`src/verilog/rv_bus_pkg.sv`:
```
/*
 * Bus and register file widths shared by the core and its memory ports.
 */
package rv_bus_pkg;

  // Data and address width
  localparam int unsigned XLEN = 32;

  // Register file geometry
  localparam int unsigned NREGS  = 32;
  localparam int unsigned REG_AW = 5;

  typedef logic [XLEN-1:0]   word_t;
  typedef logic [REG_AW-1:0] reg_idx_t;

endpackage

```
`src/verilog/rv_isa_pkg.sv`:
```
/*
 * RV32I instruction set definitions: major opcodes, ALU operations,
 * instruction field positions and the funct3/funct7 values in use.
 */
package rv_isa_pkg;

  //////////////////////////////
  // Major opcodes
  //////////////////////////////
  typedef enum logic [6:0] {
    OPC_OP     = 7'b0110011,
    OPC_OP_IMM = 7'b0010011,
    OPC_LUI    = 7'b0110111,
    OPC_LOAD   = 7'b0000011,
    OPC_STORE  = 7'b0100011,
    OPC_BRANCH = 7'b1100011,
    OPC_JAL    = 7'b1101111
  } opcode_e;

  //////////////////////////////
  // ALU operations
  //////////////////////////////
  typedef enum logic [3:0] {
    ALU_ADD,
    ALU_SUB,
    ALU_AND,
    ALU_OR,
    ALU_XOR,
    ALU_SLT,
    ALU_EQ,
    ALU_NE
  } alu_op_e;

  // Field positions (LSB of each field)
  localparam int unsigned RD_LSB     = 7;
  localparam int unsigned FUNCT3_LSB = 12;
  localparam int unsigned RS1_LSB    = 15;
  localparam int unsigned RS2_LSB    = 20;
  localparam int unsigned FUNCT7_LSB = 25;

  // funct3 values
  localparam logic [2:0] F3_ADD_SUB = 3'b000;
  localparam logic [2:0] F3_SLT     = 3'b010;
  localparam logic [2:0] F3_XOR     = 3'b100;
  localparam logic [2:0] F3_OR      = 3'b110;
  localparam logic [2:0] F3_AND     = 3'b111;
  localparam logic [2:0] F3_ADDI    = 3'b000;
  localparam logic [2:0] F3_LW      = 3'b010;
  localparam logic [2:0] F3_SW      = 3'b010;
  localparam logic [2:0] F3_BEQ     = 3'b000;
  localparam logic [2:0] F3_BNE     = 3'b001;

  // funct7 values
  localparam logic [6:0] F7_BASE = 7'b0000000;
  localparam logic [6:0] F7_SUB  = 7'b0100000;

  // ADDI x0, x0, 0
  localparam logic [31:0] NOP_INSTR = 32'h0000_0013;

endpackage

```
`src/verilog/rv_core_ifs.sv`:
```
/*
 * Internal core interfaces: decode to ALU, and decode to load/store unit.
 */
`timescale 1ns/1ps

interface exec_if;
  import rv_bus_pkg::*;
  import rv_isa_pkg::*;

  alu_op_e alu_op;
  word_t   operand_a;
  word_t   operand_b;
  word_t   pc;
  word_t   imm;
  word_t   result;
  logic    branch_taken;
  word_t   jump_target;

  modport decode (output alu_op, operand_a, operand_b, pc, imm,
                  input  result, branch_taken, jump_target);
  modport alu    (input  alu_op, operand_a, operand_b, pc, imm,
                  output result, branch_taken, jump_target);
endinterface

interface lsu_if;
  import rv_bus_pkg::*;

  logic  req;
  logic  we;
  word_t addr;
  word_t wdata;
  logic  done;
  word_t rdata;

  modport decode (output req, we, addr, wdata, input  done, rdata);
  modport lsu    (input  req, we, addr, wdata, output done, rdata);
endinterface

```
`src/verilog/rv_fetch.sv`:
```
/*
 * Instruction fetch: holds the PC and runs one instruction-port
 * transaction at a time, then presents the word to decode.
 */
`timescale 1ns/1ps

module rv_fetch (
  input  logic              clk,
  input  logic              rst_ni,
  input  rv_bus_pkg::word_t boot_addr_i,
  input  logic              fetch_enable_i,
  // Instruction port
  output logic              instr_req_o,
  input  logic              instr_gnt_i,
  input  logic              instr_rvalid_i,
  output rv_bus_pkg::word_t instr_addr_o,
  input  rv_bus_pkg::word_t instr_rdata_i,
  // To and from decode
  output logic              instr_valid_o,
  output rv_bus_pkg::word_t instr_o,
  output rv_bus_pkg::word_t pc_o,
  input  logic              retire_i,
  input  logic              next_pc_sel_i,
  input  rv_bus_pkg::word_t branch_target_i
);
  import rv_bus_pkg::*;

  typedef enum logic [1:0] {IDLE, REQ, WAIT, HOLD} fetch_state_e;

  fetch_state_e state_q;
  word_t        pc_q;
  word_t        instr_q;

  always_ff @(posedge clk or negedge rst_ni) begin
    if (!rst_ni) begin
      state_q <= IDLE;
      pc_q    <= '0;
    end else begin
      case (state_q)
        IDLE: begin
          if (fetch_enable_i) begin
            pc_q    <= boot_addr_i;
            state_q <= REQ;
          end
        end
        REQ: begin
          if (instr_gnt_i) state_q <= WAIT;
        end
        WAIT: begin
          if (instr_rvalid_i) state_q <= HOLD;
        end
        HOLD: begin
          // Next PC is taken at retire, then the next request starts
          if (retire_i) begin
            pc_q    <= next_pc_sel_i ? branch_target_i : pc_q + word_t'(4);
            state_q <= REQ;
          end
        end
        default: state_q <= IDLE;
      endcase
    end
  end

  // Instruction word captured with rvalid
  always_ff @(posedge clk) begin
    if (state_q == WAIT && instr_rvalid_i) begin
      instr_q <= instr_rdata_i;
    end
  end

  assign instr_req_o   = (state_q == REQ);
  assign instr_addr_o  = pc_q;
  assign instr_valid_o = (state_q == HOLD);
  assign instr_o       = instr_q;
  assign pc_o          = pc_q;

endmodule

```
`src/verilog/rv_decode.sv`:
```
/*
 * Decode and control: field split, immediates, operand selection,
 * load/store request, writeback mux and retire.
 */
`timescale 1ns/1ps

module rv_decode (
  input  logic                 clk,
  input  logic                 rst_ni,
  input  logic                 instr_valid_i,
  input  rv_bus_pkg::word_t    instr_i,
  input  rv_bus_pkg::word_t    pc_i,
  input  rv_bus_pkg::word_t    rs1_data_i,
  input  rv_bus_pkg::word_t    rs2_data_i,
  output logic                 retire_o,
  output logic                 next_pc_sel_o,
  output rv_bus_pkg::word_t    branch_target_o,
  output rv_bus_pkg::reg_idx_t rs1_idx_o,
  output rv_bus_pkg::reg_idx_t rs2_idx_o,
  output rv_bus_pkg::reg_idx_t rd_idx_o,
  output logic                 rd_we_o,
  output rv_bus_pkg::word_t    rd_data_o,
  exec_if.decode               ex,
  lsu_if.decode                mem
);
  import rv_bus_pkg::*;
  import rv_isa_pkg::*;

  opcode_e    opcode;
  logic [2:0] funct3;
  logic [6:0] funct7;
  word_t      imm_i, imm_s, imm_b, imm_u, imm_j;
  word_t      link_addr;
  logic       is_load, is_store, is_jal, is_branch, writes_rd;
  logic       is_mem;
  logic       mem_done_q;

  //////////////////////////////
  // Fields and immediates
  //////////////////////////////
  assign opcode    = opcode_e'(instr_i[6:0]);
  assign funct3    = instr_i[FUNCT3_LSB +: 3];
  assign funct7    = instr_i[FUNCT7_LSB +: 7];
  assign rs1_idx_o = instr_i[RS1_LSB +: REG_AW];
  assign rs2_idx_o = instr_i[RS2_LSB +: REG_AW];
  assign rd_idx_o  = instr_i[RD_LSB +: REG_AW];

  assign imm_i = {{20{instr_i[31]}}, instr_i[31:20]};
  assign imm_s = {{20{instr_i[31]}}, instr_i[31:25], instr_i[11:7]};
  assign imm_b = {{19{instr_i[31]}}, instr_i[31], instr_i[7], instr_i[30:25],
                  instr_i[11:8], 1'b0};
  assign imm_u = {instr_i[31:12], 12'b0};
  assign imm_j = {{11{instr_i[31]}}, instr_i[31], instr_i[19:12], instr_i[20],
                  instr_i[30:21], 1'b0};

  //////////////////////////////
  // Decoder
  //////////////////////////////
  // Anything not matched falls through as a no-op
  always_comb begin
    ex.alu_op    = ALU_ADD;
    ex.operand_a = rs1_data_i;
    ex.operand_b = rs2_data_i;
    ex.imm       = imm_b;
    is_load      = 1'b0;
    is_store     = 1'b0;
    is_jal       = 1'b0;
    is_branch    = 1'b0;
    writes_rd    = 1'b0;
    case (opcode)
      OPC_OP: begin
        if (funct7 == F7_SUB && funct3 == F3_ADD_SUB) begin
          ex.alu_op = ALU_SUB;
          writes_rd = 1'b1;
        end else if (funct7 == F7_BASE) begin
          writes_rd = 1'b1;
          case (funct3)
            F3_ADD_SUB: ex.alu_op = ALU_ADD;
            F3_SLT:     ex.alu_op = ALU_SLT;
            F3_XOR:     ex.alu_op = ALU_XOR;
            F3_OR:      ex.alu_op = ALU_OR;
            F3_AND:     ex.alu_op = ALU_AND;
            default:    writes_rd = 1'b0;
          endcase
        end
      end
      OPC_OP_IMM: begin
        if (funct3 == F3_ADDI) begin
          ex.operand_b = imm_i;
          writes_rd    = 1'b1;
        end
      end
      OPC_LUI: begin
        ex.operand_a = '0;
        ex.operand_b = imm_u;
        writes_rd    = 1'b1;
      end
      OPC_LOAD: begin
        if (funct3 == F3_LW) begin
          ex.operand_b = imm_i;
          is_load      = 1'b1;
          writes_rd    = 1'b1;
        end
      end
      OPC_STORE: begin
        if (funct3 == F3_SW) begin
          ex.operand_b = imm_s;
          is_store     = 1'b1;
        end
      end
      OPC_BRANCH: begin
        if (funct3 == F3_BEQ) begin
          ex.alu_op = ALU_EQ;
          is_branch = 1'b1;
        end else if (funct3 == F3_BNE) begin
          ex.alu_op = ALU_NE;
          is_branch = 1'b1;
        end
      end
      OPC_JAL: begin
        ex.imm    = imm_j;
        is_jal    = 1'b1;
        writes_rd = 1'b1;
      end
      default: ;
    endcase
  end

  assign ex.pc  = pc_i;
  assign is_mem = is_load | is_store;

  //////////////////////////////
  // Load/store request
  //////////////////////////////
  // Set once the access is done, so the same instruction never issues twice
  always_ff @(posedge clk or negedge rst_ni) begin
    if (!rst_ni) begin
      mem_done_q <= 1'b0;
    end else if (!instr_valid_i) begin
      mem_done_q <= 1'b0;
    end else if (mem.done) begin
      mem_done_q <= 1'b1;
    end
  end

  assign mem.req   = instr_valid_i & is_mem & ~mem_done_q;
  assign mem.we    = is_store;
  assign mem.addr  = ex.result;
  assign mem.wdata = rs2_data_i;

  //////////////////////////////
  // Retire and writeback
  //////////////////////////////
  assign retire_o        = instr_valid_i & (is_mem ? mem.done : 1'b1);
  assign next_pc_sel_o   = is_jal | (is_branch & ex.branch_taken);
  assign branch_target_o = ex.jump_target;

  assign link_addr = pc_i + word_t'(4);
  assign rd_data_o = is_load ? mem.rdata : (is_jal ? link_addr : ex.result);
  assign rd_we_o   = retire_o & writes_rd;

endmodule

```
`src/verilog/rv_regfile.sv`:
```
/*
 * Register file, 31 writable registers, x0 reads as zero.
 */
`timescale 1ns/1ps

module rv_regfile (
  input  logic                 clk,
  input  logic                 rst_ni,
  input  rv_bus_pkg::reg_idx_t raddr_a_i,
  input  rv_bus_pkg::reg_idx_t raddr_b_i,
  input  rv_bus_pkg::reg_idx_t waddr_i,
  input  logic                 we_i,
  input  rv_bus_pkg::word_t    wdata_i,
  output rv_bus_pkg::word_t    rdata_a_o,
  output rv_bus_pkg::word_t    rdata_b_o
);
  import rv_bus_pkg::*;

  word_t regs_q [1:NREGS-1];

  always_ff @(posedge clk or negedge rst_ni) begin
    if (!rst_ni) begin
      regs_q <= '{default: '0};
    end else if (we_i && waddr_i != '0) begin
      regs_q[waddr_i] <= wdata_i;
    end
  end

  assign rdata_a_o = (raddr_a_i == '0) ? '0 : regs_q[raddr_a_i];
  assign rdata_b_o = (raddr_b_i == '0) ? '0 : regs_q[raddr_b_i];

endmodule

```
`src/verilog/rv_alu.sv`:
```
/*
 * ALU with compare, branch decision and the PC-relative target adder.
 */
`timescale 1ns/1ps

module rv_alu (
  exec_if.alu ex
);
  import rv_bus_pkg::*;
  import rv_isa_pkg::*;

  logic operands_equal;
  logic less_signed;

  assign operands_equal = (ex.operand_a == ex.operand_b);
  assign less_signed    = $signed(ex.operand_a) < $signed(ex.operand_b);

  always_comb begin
    ex.branch_taken = 1'b0;
    case (ex.alu_op)
      ALU_ADD: ex.result = ex.operand_a + ex.operand_b;
      ALU_SUB: ex.result = ex.operand_a - ex.operand_b;
      ALU_AND: ex.result = ex.operand_a & ex.operand_b;
      ALU_OR:  ex.result = ex.operand_a | ex.operand_b;
      ALU_XOR: ex.result = ex.operand_a ^ ex.operand_b;
      ALU_SLT: ex.result = {{(XLEN-1){1'b0}}, less_signed};
      ALU_EQ: begin
        ex.branch_taken = operands_equal;
        ex.result       = {{(XLEN-1){1'b0}}, operands_equal};
      end
      ALU_NE: begin
        ex.branch_taken = ~operands_equal;
        ex.result       = {{(XLEN-1){1'b0}}, ~operands_equal};
      end
      default: ex.result = '0;
    endcase
  end

  // Same adder serves branches and JAL
  assign ex.jump_target = ex.pc + ex.imm;

endmodule

```
`src/verilog/rv_lsu.sv`:
```
/*
 * Load/store unit: one word access at a time on the data port.
 */
`timescale 1ns/1ps

module rv_lsu (
  input  logic              clk,
  input  logic              rst_ni,
  // Data port
  output logic              data_req_o,
  input  logic              data_gnt_i,
  input  logic              data_rvalid_i,
  output logic              data_we_o,
  output rv_bus_pkg::word_t data_addr_o,
  output rv_bus_pkg::word_t data_wdata_o,
  input  rv_bus_pkg::word_t data_rdata_i,
  // From decode
  lsu_if.lsu                mem
);

  typedef enum logic {IDLE, WAIT_RVALID} lsu_state_e;

  lsu_state_e state_q;
  logic       granted;

  assign granted = (state_q == IDLE) & mem.req & data_gnt_i;

  always_ff @(posedge clk or negedge rst_ni) begin
    if (!rst_ni) begin
      state_q <= IDLE;
    end else begin
      case (state_q)
        IDLE: begin
          // Loads wait for the read data after grant
          if (granted && !mem.we) state_q <= WAIT_RVALID;
        end
        WAIT_RVALID: begin
          if (data_rvalid_i) state_q <= IDLE;
        end
        default: state_q <= IDLE;
      endcase
    end
  end

  // Request follows decode directly, held by decode until grant
  assign data_req_o   = (state_q == IDLE) & mem.req;
  assign data_we_o    = mem.we;
  assign data_addr_o  = mem.addr;
  assign data_wdata_o = mem.wdata;

  // Store ends on grant, load ends on rvalid
  assign mem.done  = (granted & mem.we) | ((state_q == WAIT_RVALID) & data_rvalid_i);
  assign mem.rdata = data_rdata_i;

endmodule

```
`src/verilog/rv_core.sv`:
```
/*
 * RV32I core top level, fetch, decode, register file, ALU and LSU
 * joined to the instruction and data ports.
 */
`timescale 1ns/1ps

module rv_core (
  input  logic              clk,
  input  logic              rst_ni,
  input  rv_bus_pkg::word_t boot_addr_i,
  input  logic              fetch_enable_i,
  // Instruction port
  output logic              instr_req_o,
  input  logic              instr_gnt_i,
  input  logic              instr_rvalid_i,
  output rv_bus_pkg::word_t instr_addr_o,
  input  rv_bus_pkg::word_t instr_rdata_i,
  // Data port
  output logic              data_req_o,
  input  logic              data_gnt_i,
  input  logic              data_rvalid_i,
  output logic              data_we_o,
  output rv_bus_pkg::word_t data_addr_o,
  output rv_bus_pkg::word_t data_wdata_o,
  input  rv_bus_pkg::word_t data_rdata_i
);
  import rv_bus_pkg::*;

  logic     instr_valid, retire, next_pc_sel, rd_we;
  word_t    instr, pc, branch_target;
  word_t    rs1_data, rs2_data, rd_data;
  reg_idx_t rs1_idx, rs2_idx, rd_idx;

  exec_if u_exec_if ();
  lsu_if  u_lsu_if ();

  //////////////////////////////
  // Fetch
  //////////////////////////////
  rv_fetch u_fetch (
    .clk             (clk),
    .rst_ni          (rst_ni),
    .boot_addr_i     (boot_addr_i),
    .fetch_enable_i  (fetch_enable_i),
    .instr_req_o     (instr_req_o),
    .instr_gnt_i     (instr_gnt_i),
    .instr_rvalid_i  (instr_rvalid_i),
    .instr_addr_o    (instr_addr_o),
    .instr_rdata_i   (instr_rdata_i),
    .instr_valid_o   (instr_valid),
    .instr_o         (instr),
    .pc_o            (pc),
    .retire_i        (retire),
    .next_pc_sel_i   (next_pc_sel),
    .branch_target_i (branch_target)
  );

  //////////////////////////////
  // Decode and execute
  //////////////////////////////
  rv_decode u_decode (
    .clk             (clk),
    .rst_ni          (rst_ni),
    .instr_valid_i   (instr_valid),
    .instr_i         (instr),
    .pc_i            (pc),
    .rs1_data_i      (rs1_data),
    .rs2_data_i      (rs2_data),
    .retire_o        (retire),
    .next_pc_sel_o   (next_pc_sel),
    .branch_target_o (branch_target),
    .rs1_idx_o       (rs1_idx),
    .rs2_idx_o       (rs2_idx),
    .rd_idx_o        (rd_idx),
    .rd_we_o         (rd_we),
    .rd_data_o       (rd_data),
    .ex              (u_exec_if.decode),
    .mem             (u_lsu_if.decode)
  );

  rv_regfile u_regfile (
    .clk       (clk),
    .rst_ni    (rst_ni),
    .raddr_a_i (rs1_idx),
    .raddr_b_i (rs2_idx),
    .waddr_i   (rd_idx),
    .we_i      (rd_we),
    .wdata_i   (rd_data),
    .rdata_a_o (rs1_data),
    .rdata_b_o (rs2_data)
  );

  rv_alu u_alu (
    .ex (u_exec_if.alu)
  );

  //////////////////////////////
  // Load/store
  //////////////////////////////
  rv_lsu u_lsu (
    .clk           (clk),
    .rst_ni        (rst_ni),
    .data_req_o    (data_req_o),
    .data_gnt_i    (data_gnt_i),
    .data_rvalid_i (data_rvalid_i),
    .data_we_o     (data_we_o),
    .data_addr_o   (data_addr_o),
    .data_wdata_o  (data_wdata_o),
    .data_rdata_i  (data_rdata_i),
    .mem           (u_lsu_if.lsu)
  );

endmodule

```
`config.mk`:
```
export PLATFORM = sky130hd
export DESIGN_NAME = rv_core
export DESIGN_NICKNAME = d
export VERILOG_FILES = /design/src/verilog/rv_bus_pkg.sv /design/src/verilog/rv_isa_pkg.sv /design/src/verilog/rv_core_ifs.sv /design/src/verilog/rv_fetch.sv /design/src/verilog/rv_decode.sv /design/src/verilog/rv_regfile.sv /design/src/verilog/rv_alu.sv /design/src/verilog/rv_lsu.sv /design/src/verilog/rv_core.sv
export SDC_FILE = /design/constraint.sdc
export NUM_CORES = 2
export LEC_CHECK = 0
export BUFFER_PORTS_ARGS = -buffer_cell sky130_fd_sc_hd__buf_2
export CAP_MARGIN = 20
export CORE_ASPECT_RATIO = 1.75
export CORE_MARGIN = 5
export CORE_UTILIZATION = 50
export DETAILED_ROUTE_END_ITERATION = 7
export PLACE_DENSITY_LB_ADDON = 0.15
export REMOVE_ABC_BUFFERS = 1
export SLEW_MARGIN = 20
export SYNTH_ARGS = -nofsm -noshare
export SYNTH_HDL_FRONTEND = slang
export SYNTH_SLANG_ARGS = --single-unit
```
`constraint.sdc`:
```
create_clock -name clk -period 15.8 [get_ports clk]
set_input_delay 3.16 -clock clk [delete_from_list [all_inputs] [get_ports clk]]
set_output_delay 3.16 -clock clk [all_outputs]
set_load 0.05 [all_outputs]
```
==> results.ini <==
[cts]
root_buffer = clkbuf_16
post_cts_buffers = 0
numCtsBuffers = 103
cts_hold_buf = 0
clock_latency_ns = 0.75
htree_levels = 3
cts.path.max_buffers = 3
path_clk_slew_ns = 0.07
cts_tree = yes
cts_resized = 0
clock_sinks = 1060

[yosys]
ys_types = 106
muxShareOfSynthArea_pct = 24.46
netlist_instances = 5962
syn_avg_cell_area_sq_um = 10.70
ys_ff_latch = 1060
synth_ff_type = dfrtp_1
synth_simple_gate_area_share_pct = 10.48
synth-xor-area-share_pct = 0.8651
yosysWarningCount = 0
synth_compound_area_share_pct = 15.23
synth_edf_count = 32
async_flop_share_pct = 96.98
yosys.area_share.adder_pct = 2.738
synth_seq_area_share_pct = 41.84
synth_area_sq_um = 63780
synth_top_family_by_area = multiplexers

[placement]
place_inst = 7434
port_buffers = 201
dpl_worst_slack_ns = 5.045
place_hpwl_microns = 156700
place_area_sq_um = 66240
gp_congestion = 1.026

[critical_path]
worstPathRequired_ns = 12.64
cp_max_fo = 67
crit_chain = buf_4 > buf_4 > mux4_2 > mux4_2 > mux2i_1 > inv_1 > a21bo_2 > a221o_1 > ha_1 > nor2b_1 > o211ai_1 > nand4_1 > a311oi_1 > o21ai_0 > mux2i_1 > o21ai_0 > buf_2
end_kind = output pin
crit_slowest_cell = buf_4
critPathMaxStageDelay_ns = 0.82
start_kind = register
cp_data_arrival_time_ns = 8.45
crit_type = reg2out

[power_and_ir_drop]
power_frac_comb_pct = 23.3
pwr_density_cell_nw_per_um2 = 104.1
swShare_pct = 33.21
power_leakage_nw = 30.27
irDropWorstVdd_uv = 113.4
internal-power_mw = 4.859
clockPowerShare_pct = 36.1
p_total_mw = 7.275
switchingPower_mw = 2.416
pwr-share-seq_pct = 40.7

[drt]
dr.pass1.iters = 8
wl_per_cell_microns = 31.28
drt_wl_total_microns = 238700
drc = 0
ant_nets = 0
drt_iter0_drc = 5122
vias = 50750
via_per_inst = 6.651

[global_routing]
grt.busiest_layer = met2
grt_max_degree = 170
grt-ovfl-total = 0
grt_util_met3_pct = 7.908
grt_pass1_vias = 50260
antenna_found_initial = 8
grt_pass1_wl_microns = 346100
grtUsageMet1_pct = 42.50
grtUsageMet2_pct = 56.07
track_usage_pct = 35.00

[floorplan]
start_util_pct = 50.29
io_pins = 202
die-area_sq_um = 135100
coreArea_sq_um = 126800
die_w_microns = 280.0
row_count = 173
die_y_microns = 482.5

[finish]
drive_gt1_share_pct = 23.69
post-route-util_pct = 55.08
layout.nets = 6118
area_growth_pct = 9.537
fin_cells = 7631
fin_area_sq_um = 69870

[flow_run]
maxCapViolations = 0

[sta]
period_needed_ns = 11.61
worstMarginPinSlew_ns = 1.303
fin_crit_sh_pct = 73.50
hold_viol_final = 0
max_freq_ghz = 0.08610
slew_headroom_pct = 12.40
drv_slew = 0
setup-violations-final = 0
worst_clock_skew_ns = 0.03286
rsz0062_at_grt = false
fin_ws_ns = 4.186

[worst_hold_path]
hold_class = reg2reg

[run_status]
status = finished, final reports clean

[cells by family after synthesis]
| logic type | after synthesis |
|---|---|
| AOI/OAI and AO/OA | 1634 |
| DFF | 1060 |
| buffers and inverters | 692 |
| muxes | 821 |
| adders and majority gates | 138 |
| xor gates and xnor gates | 63 |
| and+or+nand+nor | 1554 |
[sequential cells by signal, summed over array words and instances, names as in the netlist]
signal and count:
u_decode.mem_done_q 1, u_fetch.instr_addr_o 32, u_fetch.instr_o 32, u_fetch.state_q 2, u_lsu.state_q 1, u_regfile.regs_q 992
[critical path: cells and delay by family, from the launching register on]
family,cells,cell delay [ns]
AND/OR/NAND/NOR,2,0.28
multiplexers,4,1.52
adder cells (fa/ha/maj),1,0.56
buffers and inverters,4,2.03
AO/OA/AOI/OAI,6,2.56
flip-flops,1,0.59
[per-stage QoR]
| step | hold WS [ns] | setup TNS [ns] |
|---|---|---|
| 6_report | 0.4966 | 0 |
| 5_1_grt | 0.5215 | 0 |
| 4_1_cts | 0.4982 | 0 |
| 3_5_place_dp | 0.4841 | 0 |
| 3_3_place_gp | 0.4732 | 0 |
| 2_1_floorplan | 0.4599 | -1463.51 |
[per-layer routing]
metal	up-vias	routed length, microns
li1	21820	-
met1	25700	86690
met2	2490	111700
met3	742	20070
met4	0	20240
met5	-	0
[final timing paths]
check,start,endpoint,slack [ns],depth (start not counted)
max,u_fetch.instr_o[21]$_DFFE_PP_,data_addr_o[27],4.19,17
min,u_regfile.regs_q[436]$_DFFE_PN0P_,u_regfile.regs_q[436]$_DFFE_PN0P_,0.50,2
max reg2reg,u_fetch.instr_o[21]$_DFFE_PP_,u_regfile.regs_q[832]$_DFFE_PN0P_,7.42,18
min reg2reg,u_regfile.regs_q[436]$_DFFE_PN0P_,u_regfile.regs_q[436]$_DFFE_PN0P_,0.50,2
max in group asynchronous,rst_ni,u_regfile.regs_q[847]$_DFFE_PN0P_,11.11,3
min in group asynchronous,rst_ni,u_fetch.instr_addr_o[26]$_DFFE_PN0P_,2.44,1
[cell usage after synthesis (102+ instances only)]
cell type,count,area [sq um]
mux2_2,143,1610
nor2_1,375,1408
dfrtp_1,1028,25720
mux2i_1,102,1021
a31oi_1,105,656.9
a21oi_1,347,1737
o21ai_0,702,3513
inv_1,144,540.5
nand2_1,879,3299
clkbuf_1,367,1378
mux4_2,576,12970
ha_1,134,1677
[power groups by stage]
stage / Combinational, mW / Clock, mW / Sequential, mW
after global placement: 1.66 / 0 / 3.00
after global routing: 1.81 / 2.76 / 2.96
after floorplan: 0.937 / 0 / 3.22
after detailed placement: 1.67 / 0 / 3.00
after CTS: 1.68 / 2.66 / 2.95
final: 1.69 / 2.63 / 2.96
[area by class of cell]
| class | count | area (sq um) |
|---|---|---|
| multi-input combinational | 4210 | 34650 |
| inverter | 145 | 544.3 |
| tap | 1662 | 2079 |
| antenna | 8 | 20.02 |
| clock inverter | 35 | 464.2 |
| fill | 11060 | 56980 |
| clock buffer | 153 | 3078 |
| timing repair buffer | 358 | 2347 |
| sequential | 1060 | 26690 |
[cell usage in the layout, fill, tap and decap left out, drive strengths merged, types with 39 or more instances in the layout]
cell	netlist	routed
mux4	576	576
dfrtp	1028	1028
mux2i	102	102
ha	134	134
inv	145	149
mux2	143	143
a31oi	106	106
o21ai	769	769
buf	167	358
nor3	42	42
nand2	884	884
clkbuf	380	153
o31ai	39	39
nor2	404	404
a21o	60	60
a21oi	349	349
Note: power is estimated with default switching activity, not from simulation.
